--- src/pixel_config.svh ---
`ifndef PIXEL_CONFIG_SVH
`define PIXEL_CONFIG_SVH

// Matrix geometry
`define COLS        8
`define COL_BITS    3       // Enough to index COLS

// Bunch-crossing counter, also the width of every timestamp
`define BCID_BITS   6

// Output word, column index above the timestamp
`define WORD_BITS   (`COL_BITS + `BCID_BITS)

// Timestamp field while the test pattern is on
`define TEST_STAMP  6'h2A   // Alternating bits, easy to spot on a scope

// Two flags plus column enable and hit-OR select masks
`define CONF_BITS   (2 + 2 * `COLS)

`endif

--- src/pixelPkg.sv ---
`include "pixel_config.svh"

package pixelPkg;

    // Field view of the configuration word, MSB first
    typedef struct packed {
        logic               enTestPattern;  // Fixed stamp in every word
        logic               enReadout;      // Arbiter may pick columns
        logic [`COLS-1:0]   colEnable;      // Per-column hit mask
        logic [`COLS-1:0]   hitOrSel;       // Columns feeding hitOr
    } tConfFields;

    // Same 18 bits seen by the shift path and by the consumers
    typedef union packed {
        tConfFields             fields;
        logic [`CONF_BITS-1:0]  raw;
    } tConf;

    // Power-up setting
    // Readout running on every column, no test pattern, hit-OR quiet
    localparam tConfFields defaultFields = '{
        enTestPattern: 1'b0,
        enReadout:     1'b1,
        colEnable:     {`COLS{1'b1}},
        hitOrSel:      {`COLS{1'b0}}
    };

    localparam tConf defaultConf = tConf'(defaultFields);

endpackage

--- src/confRegister.sv ---
`timescale 1ns/1ps

`include "pixel_config.svh"

module confRegister
    import pixelPkg::*;
(
    input  logic ClkBx,
    input  logic reset_ff,
    input  logic confSi,
    input  logic confShift,
    input  logic confLoad,
    input  logic confDefault,
    output logic confSo,
    output tConf conf
);

    tConf shiftReg;     // Serial side, only seen as raw bits

    // Shift toward the MSB, new bit enters at bit 0
    always_ff @(posedge ClkBx) begin
        if (reset_ff || confDefault) begin
            shiftReg <= defaultConf;
        end else if (confShift) begin
            shiftReg.raw <= {shiftReg.raw[`CONF_BITS-2:0], confSi};
        end
    end

    // Active copy, applies from the cycle after the load
    always_ff @(posedge ClkBx) begin
        if (reset_ff || confDefault) begin
            conf <= defaultConf;
        end else if (confLoad) begin
            conf <= shiftReg;   // Takes the pre-shift value if both strobes hit
        end
    end

    // Readback leaves from the top of the chain
    assign confSo = shiftReg.raw[`CONF_BITS-1];

endmodule

--- src/hitCapture.sv ---
`timescale 1ns/1ps

`include "pixel_config.svh"

module hitCapture
    import pixelPkg::*;
(
    input  logic                                ClkBx,
    input  logic                                reset_ff,
    input  tConf                                conf,
    input  logic                                freeze,
    input  logic [`COLS-1:0]                    hitIn,
    input  logic [`COLS-1:0]                    clearCol,
    output logic [`COLS-1:0]                    pending,
    output logic [`COLS-1:0][`BCID_BITS-1:0]    stamps,
    output logic                                hitOr
);

    logic [`BCID_BITS-1:0]  bcidBin;
    logic [`BCID_BITS-1:0]  bcidGray;
    logic [`COLS-1:0]       capture;

    // Crossing counter, wraps every 64 cycles
    always_ff @(posedge ClkBx) begin
        if (reset_ff) begin
            bcidBin <= '0;
        end else begin
            bcidBin <= bcidBin + 1'b1;
        end
    end

    // Only one bit changes per crossing
    assign bcidGray = bcidBin ^ (bcidBin >> 1);

    // Enabled, not frozen and the column latch free
    assign capture = hitIn & conf.fields.colEnable & ~pending & {`COLS{~freeze}};

    // A pending column ignores further hits until the arbiter clears it
    always_ff @(posedge ClkBx) begin
        if (reset_ff) begin
            pending <= '0;
        end else begin
            pending <= (pending & ~clearCol) | capture;
        end
    end

    // Stamp of the sampling edge
    always_ff @(posedge ClkBx) begin
        for (int c = 0; c < `COLS; c++) begin
            if (capture[c]) begin
                stamps[c] <= bcidGray;
            end
        end
    end

    // Fast trigger path, ignores enable and freeze
    always_ff @(posedge ClkBx) begin
        if (reset_ff) begin
            hitOr <= 1'b0;
        end else begin
            hitOr <= |(hitIn & conf.fields.hitOrSel);
        end
    end

endmodule

--- src/readoutArbiter.sv ---
`timescale 1ns/1ps

`include "pixel_config.svh"

module readoutArbiter
    import pixelPkg::*;
(
    input  logic                                ClkBx,
    input  logic                                reset_ff,
    input  tConf                                conf,
    input  logic [`COLS-1:0]                    pending,
    input  logic [`COLS-1:0][`BCID_BITS-1:0]    stamps,
    input  logic                                dataReady,
    output logic [`COLS-1:0]                    clearCol,
    output logic                                dataValid,
    output logic [`WORD_BITS-1:0]               dataWord,
    output logic                                token
);

    logic [`COLS-1:0]       candidates;
    logic                   found;
    logic [`COL_BITS-1:0]   pickCol;
    logic [`COLS-1:0]       pickOneHot;
    logic [`BCID_BITS-1:0]  stampField;
    logic                   canLoad;
    logic                   load;

    // A column being cleared still shows pending for one more cycle
    assign candidates = pending & ~clearCol;

    // Priority encoder, lowest column wins
    always_comb begin
        found   = 1'b0;
        pickCol = '0;
        for (int c = `COLS - 1; c >= 0; c--) begin
            if (candidates[c]) begin
                found   = 1'b1;
                pickCol = `COL_BITS'(c);
            end
        end
    end

    assign pickOneHot = `COLS'(1) << pickCol;

    // Test pattern replaces only the stamp, column order stays the same
    assign stampField = conf.fields.enTestPattern ? `TEST_STAMP : stamps[pickCol];

    // Output register empty or being taken this edge
    assign canLoad = (~dataValid | dataReady) & conf.fields.enReadout;
    assign load    = canLoad & found;

    always_ff @(posedge ClkBx) begin
        if (reset_ff) begin
            dataValid <= 1'b0;
            clearCol  <= '0;
        end else begin
            clearCol <= load ? pickOneHot : '0;    // Single-cycle pulse
            if (load) begin
                dataValid <= 1'b1;
            end else if (dataReady) begin
                dataValid <= 1'b0;
            end
        end
    end

    // Word held steady until the transfer
    always_ff @(posedge ClkBx) begin
        if (load) begin
            dataWord <= {pickCol, stampField};
        end
    end

    // Busy while anything is waiting or on the bus
    assign token = (|pending) | dataValid;

endmodule

--- src/pixelCore.sv ---
`timescale 1ns/1ps

`include "pixel_config.svh"

module pixelCore
    import pixelPkg::*;
(
    input  logic                    ClkBx,
    input  logic                    reset_ff,
    // Serial configuration
    input  logic                    confSi,
    input  logic                    confShift,
    input  logic                    confLoad,
    input  logic                    confDefault,
    output logic                    confSo,
    // Front end
    input  logic                    freeze,
    input  logic [`COLS-1:0]        hitIn,
    output logic                    hitOr,
    // Readout bus
    input  logic                    dataReady,
    output logic                    dataValid,
    output logic [`WORD_BITS-1:0]   dataWord,
    output logic                    token
);

    tConf                               conf;
    logic [`COLS-1:0]                   pending;
    logic [`COLS-1:0]                   clearCol;
    logic [`COLS-1:0][`BCID_BITS-1:0]   stamps;

    confRegister confRegisterInst (
        .ClkBx      (ClkBx),
        .reset_ff   (reset_ff),
        .confSi     (confSi),
        .confShift  (confShift),
        .confLoad   (confLoad),
        .confDefault(confDefault),
        .confSo     (confSo),
        .conf       (conf)
    );

    hitCapture hitCaptureInst (
        .ClkBx      (ClkBx),
        .reset_ff   (reset_ff),
        .conf       (conf),
        .freeze     (freeze),
        .hitIn      (hitIn),
        .clearCol   (clearCol),     // Back from the arbiter
        .pending    (pending),
        .stamps     (stamps),
        .hitOr      (hitOr)
    );

    readoutArbiter readoutArbiterInst (
        .ClkBx      (ClkBx),
        .reset_ff   (reset_ff),
        .conf       (conf),
        .pending    (pending),
        .stamps     (stamps),
        .dataReady  (dataReady),
        .clearCol   (clearCol),
        .dataValid  (dataValid),
        .dataWord   (dataWord),
        .token      (token)
    );

endmodule

--- config.mk ---
export PLATFORM = sky130hd
export DESIGN_NAME = pixelCore
export DESIGN_NICKNAME = d
export VERILOG_FILES = /design/src/pixelPkg.sv /design/src/confRegister.sv /design/src/hitCapture.sv /design/src/readoutArbiter.sv /design/src/pixelCore.sv
export VERILOG_INCLUDE_DIRS = /design/src
export SDC_FILE = /design/constraint.sdc
export NUM_CORES = 1
export LEC_CHECK = 0
export ABC_AREA = 0
export BUFFER_PORTS_ARGS = -buffer_cell sky130_fd_sc_hd__buf_4
export CAP_MARGIN = 15
export CORE_ASPECT_RATIO = 1.2
export CORE_MARGIN = 2
export CORE_UTILIZATION = 40
export CTS_CLUSTER_SIZE = 30
export DETAILED_ROUTE_END_ITERATION = 6
export PLACE_DENSITY = 0.54
export SLEW_MARGIN = 20
export SYNTH_ARGS = -nofsm -noshare
export SYNTH_HDL_FRONTEND = slang
export SYNTH_SLANG_ARGS = --single-unit
--- constraint.sdc ---
create_clock -name ClkBx -period 3.4 [get_ports ClkBx]
set_clock_uncertainty 0.2 [all_clocks]
set_input_delay 0.17 -clock ClkBx [delete_from_list [all_inputs] [get_ports ClkBx]]
set_output_delay 0.17 -clock ClkBx [all_outputs]
set_load 0.03 [all_outputs]
# Word level (Yosys, flattened, before mapping)
# Cells that the tools add are included.
classes:
  div_mod_pow: 0
  addsub: 1
  bitwise: 16
  n_reduce_logical: 5
  multipliers: 0
  n_lt_le_gt_ge: 1
  eq_ne: 0
  n_shift: 1
  n_mux: 20
op_table:
  columns: ["cell", "n"]
  rows:
  - ["AND 8 bit", 5]
  - ["2-to-1 mux 3 bit", 8]
  - ["binary-select mux 6 bit (select 3 bit)", 1]
  - ["inverter 8 bit", 2]
  - ["OR reduction 8 bit", 2]
  - ["2-to-1 mux 1 bit", 10]
  - ["bitwise OR 8 bit", 1]
  - ["<< shifter 1 x 3 -> 8 bit, first input constant", 1]
  - ["adder 6 x 1 -> 6 bit, second input constant", 1]
  - ["2-to-1 mux 6 bit", 1]
  - ["XOR 6 x 5 -> 6 bit", 1]
  - ["< comparator 3 x 4 -> 1 bit, second input constant", 1]
  - ["inverter 1 bit", 3]
  - ["AND 1 bit", 2]
  - ["bitwise OR 1 bit", 2]
  - ["nonzero test 2 bit", 1]
  - ["OR reduction 2 bit", 1]
  - ["logical OR 1 bit", 1]
totals:
  inputBits: 16
  mem_bits_ro: 0
  word_cells: 61
  mem_bits_rw: 0
  mem_count: 0
  latch_bits: 0
  out_inout_bits: 13
  reg_bits: 117

# Depth between registers and ports, before layout
depth:
  ltp_word: 13
  mapped_depth: 8
  depth_no_buf: 7

# By module
# A second synthesis with hierarchy kept.
unflattened:
  cells_unflattened: 387
  hier_area_um2: 4714.5
by_module_without_submodules:
  columns: ["module", "area_each_um2", "seq_area_each_um2", "cells_per_inst", "n_inst"]
  rows:
  - ["hitCapture", 2117.0, 1741.7, 119, 1]
  - ["readoutArbiter", 1300.0, 450.4, 151, 1]
  - ["confRegister", 1297.5, 720.7, 117, 1]

# Least setup slack after synthesis
# OpenSTA, ideal clock, no wires.
synth_path:
  kind: "register to register"
  startpoint: "reg hitCaptureInst.pending[1]"
  endpoint: "reg readoutArbiterInst.dataWord[0] (enable)"
  arrival_ps: 1427
  synth_period_minus_slack_ps: 2001
  path_buffers: 0
  setup_time_ps: 374
  required_ps: 2826
  slack_ps: 1399
  path_stages_with_launch: 5
  path_cell_list: "dfxtp_1 > or2b_2 > nand4_1 > o21ai_0 > nor2_1"
synth_between:
  elab_chain_len: 4
synth_lines:
  columns: ["item", "line_no", "rtl"]
  rows:
  - ["start: declaration", "hitCapture.sv:14", "output logic [`COLS-1:0] pending,"]
  - ["start signal: assignment", "hitCapture.sv:43", "pending <= (pending & ~clearCol) | capture;"]
  - ["AND 8 bit", "readoutArbiter.sv:29", "assign candidates = pending & ~clearCol;"]
  - ["2-to-1 mux 1 bit (2 in series)", "readoutArbiter.sv:36", "if (candidates[c]) begin"]
  - ["AND 1 bit", "readoutArbiter.sv:50", "assign load = canLoad & found;"]
  - ["via readoutArbiterInst.load", "readoutArbiter.sv:26", "logic load;"]
  - ["end signal: assignment", "readoutArbiter.sv:69", "dataWord <= {pickCol, stampField};"]
  - ["end: declaration", "readoutArbiter.sv:16", "output logic [`WORD_BITS-1:0] dataWord,"]
# The timed path passes the listed nets, and every way through them passes these cells.
# A chain may end at the register's enable or synchronous reset.

# Worst setup path in the final report
layout_path:
  startpoint: "reg hitCaptureInst.pending[5]"
  endpoint: "reg readoutArbiterInst.dataWord[5], data pin"
layout_between:
  elab_chain_len: 9
layout_lines:
  columns: ["item", "line_no", "rtl"]
  rows:
  - ["AND 8 bit", "readoutArbiter.sv:29", null]
  - ["2-to-1 mux 3 bit (6 in series)", "readoutArbiter.sv:36", null]
  - ["via readoutArbiterInst.pickCol[1]", "readoutArbiter.sv:22", "logic [`COL_BITS-1:0] pickCol;"]
  - ["binary-select mux 6 bit (select 3 bit)", "readoutArbiter.sv:46", "assign stampField = conf.fields.enTestPattern ? `TEST_STAMP : stamps[pickCol];"]
  - ["2-to-1 mux 6 bit (implied by the code)", "readoutArbiter.sv:46", null]
# The timed path passes the listed nets, and every way through them passes these cells. The select of a mux whose other input is x is not followed.

==> impl_metrics.yaml <==
run_status:
  outcome: "finished, final reports clean"
die:
  fp.dieH_um: 121
  die_x_um: 101
  start_util_pct: 41.1
  die-area_mm2: 0.0123
  rows: 42
  ios: 29
  core_area_mm2: 0.0111
final_layout:
  syn_to_final_growth_pct: 23.3
  utilization_pct: 50.6
  design_area_mm2: 0.00561
  final_cell_mix: "60 x dfxtp_1, 57 x edfxtp_1, 48 x nor2_1, 47 x nand2_1, 45 x mux2i_1"
  num-fill-cells: 986
  final_cells: 582
  final_common_cell: "dfxtp_1"
  finalNetCount: 435
  num_antenna_cells: 0
  drive_gt1_share_pct: 18.2
route:
  drtIter0Drc: 161
  wl_per_cell_um: 16.7
  drt_drc_violations_left: 0
  vias: 2909
  first_pass_iters: 4
  antenna_left: 0
  viasPerCell: 5.00
  routed_wl_um: 9740
run:
  max_cap_violations: 0
worst_hold_path:
  hold_start: "confShift"
  hp-class: "input pin to register"
pwr:
  ir_worst_vdd_v: 0.000329
  p_total_mw: 3.86
  leakage_nw: 2.23
  power_density_mw_per_mm2: 688
clock_network:
  cts_tree: "done"
  clk_path_buf_depth: 2
  postCtsSetupBuffers: 0
  cts-root-buf: "clkbuf_16"
  clock_latency_ns: 0.40
  cts_num_sinks: 117
  cts.htree.levels: 4
  cts_buffers: 17
  clkTransAtPathRegs_ns: 0.05
timing:
  fmax_mhz: 418
  worstMarginPinSlew_ns: 0.828
  setup_tns_ns: 0
  setup_ws_ns: 1.01
  min_period_over_period_pct: 70.4
  slew_violations: 0
  min_period_ns: 2.39
  hold_viol_final: 0
  hold-worst-slack_ns: 0.0173
  slew-limit-headroom_pct: 44.7
  grt_setup_unrepaired: "no"
  setup_viol: 0
place:
  dp_slack_ns: 0.991
  gp_congestion: 0.885
  placed_area_mm2: 0.00496
  hpwl_um: 6880
  io_buffers: 28
  placedCellCount: 542
grt:
  track_usage_pct: 17.5
  grt_max_degree: 21
  grt_pass1_vias: 2917
  antenna_found_initial: 0
  grt_pass1_wl_um: 15600
  grt_overflow_total: 0
yosys:
  synth_cells: 364
  synth_top_cell_area_share_pct: 37.6
  async_flop_share_pct: 0
  synth.distinct_cells: 44
  syn-cell-area_mm2: 0.00455
  synthTopCellsByArea: "edfxtp_1 38%, dfxtp_1 26%, mux2i_1 9.9%, nor2_1 4.0%, nand2_1 3.9%"
  synth_ff_type: "dfxtp_1"
  post-synth-top-area-cell: "edfxtp_1"
  syn-mean-instance-area_um2: 12.5
  synth_edf_count: 57
  ys_seq_area_share_pct: 64.0
  ys_seq_elements: 117
  synth_warnings: 0
  syn_nets: 384
worst_setup_path:
  crit_start: "hitCaptureInst.pending[5]"
  crit_type: "register to register"
  start_kind: "register"
  crit_fanout: 18
  r2r_start: "hitCaptureInst.pending[5]"
  crit_required_ns: 3.43
  end_kind: "register"
  worstPathArrival_ns: 2.42
[routing by layer]
metal / wire (um) / global-route usage [%]
met2: 4630 / 27.1
met1: 4600 / 23.3
met5: 0 / 0
met4: 118 / 6.17
met3: 386 / 5.36
[where the power goes]
part / internal (mW) / switching [mW]
Combinational: 0.209 / 0.347
Clock: 1.11 / 0.565
Sequential: 1.59 / 0.0340
Total: 2.92 / 0.945
[cell families after synthesis]
family	synth area share, %
compound gates	7.45
xor+xnor	0.962
fa+ha+maj	1.10
buf+inv	1.90
flops	64.0
mux	9.90
simple gates	14.7
[worst max-delay path, cell delays in order (launching register included)]
cell and delay [ns]:
dfxtp_1 0.38, and2b_4 0.19, a211oi_2 0.06, o311ai_4 0.70, inv_4 0.08, and3_4 0.21
a32o_1 0.21, a221oi_1 0.19
[what timing repair did]
action                                  in CTS  in global routing
hold endpoints to repair                    35                  0
gates resized for setup                      0                  0
endpoints found under the setup margin       0                  0
hold buffers                                 8                  0
[registers in the layout, summed over array words and instances (netlist names)]
name and count:
hitCaptureInst.stamps 48, confRegisterInst.conf 18, confRegisterInst.shiftReg 18, readoutArbiterInst.dataWord 9, hitCaptureInst.pending 8, readoutArbiterInst.clearCol 8, hitCaptureInst.bcidBin 6, hitCaptureInst.hitOr 1
readoutArbiterInst.dataValid 1
[layout make-up]
cell class | count | area [um2] | area share (%)
multi-input combinational | 229 | 1550 | 27.7
timing repair buffer | 45 | 358 | 6.37
clock inverter | 2 | 10.0 | 0.178
tap | 154 | 193 | 3.43
inverter | 5 | 21.3 | 0.379
sequential | 117 | 2910 | 51.9
clock buffer | 30 | 567 | 10.1
[synth_stat cells (5+ instances only)]
library cell and instances:
a21oi_1 8, a32o_1 9, clkbuf_1 5, dfxtp_1 60
edfxtp_1 57, mux2i_1 45, nand2_1 47, nand2b_1 7
nor2_1 48, nor2b_1 5, nor3_1 5, nor4bb_1 8
[worst paths after layout]
kind         cells past startpoint                        endpoint  slack, ns
min reg2reg                      1       hitCaptureInst.bcidBin[0]       0.25
max                              7  readoutArbiterInst.dataWord[5]       1.01
min                              3   confRegisterInst.shiftReg[16]       0.02
max reg2reg                      7  readoutArbiterInst.dataWord[5]       1.01
Power figures use the tool's default switching activity.
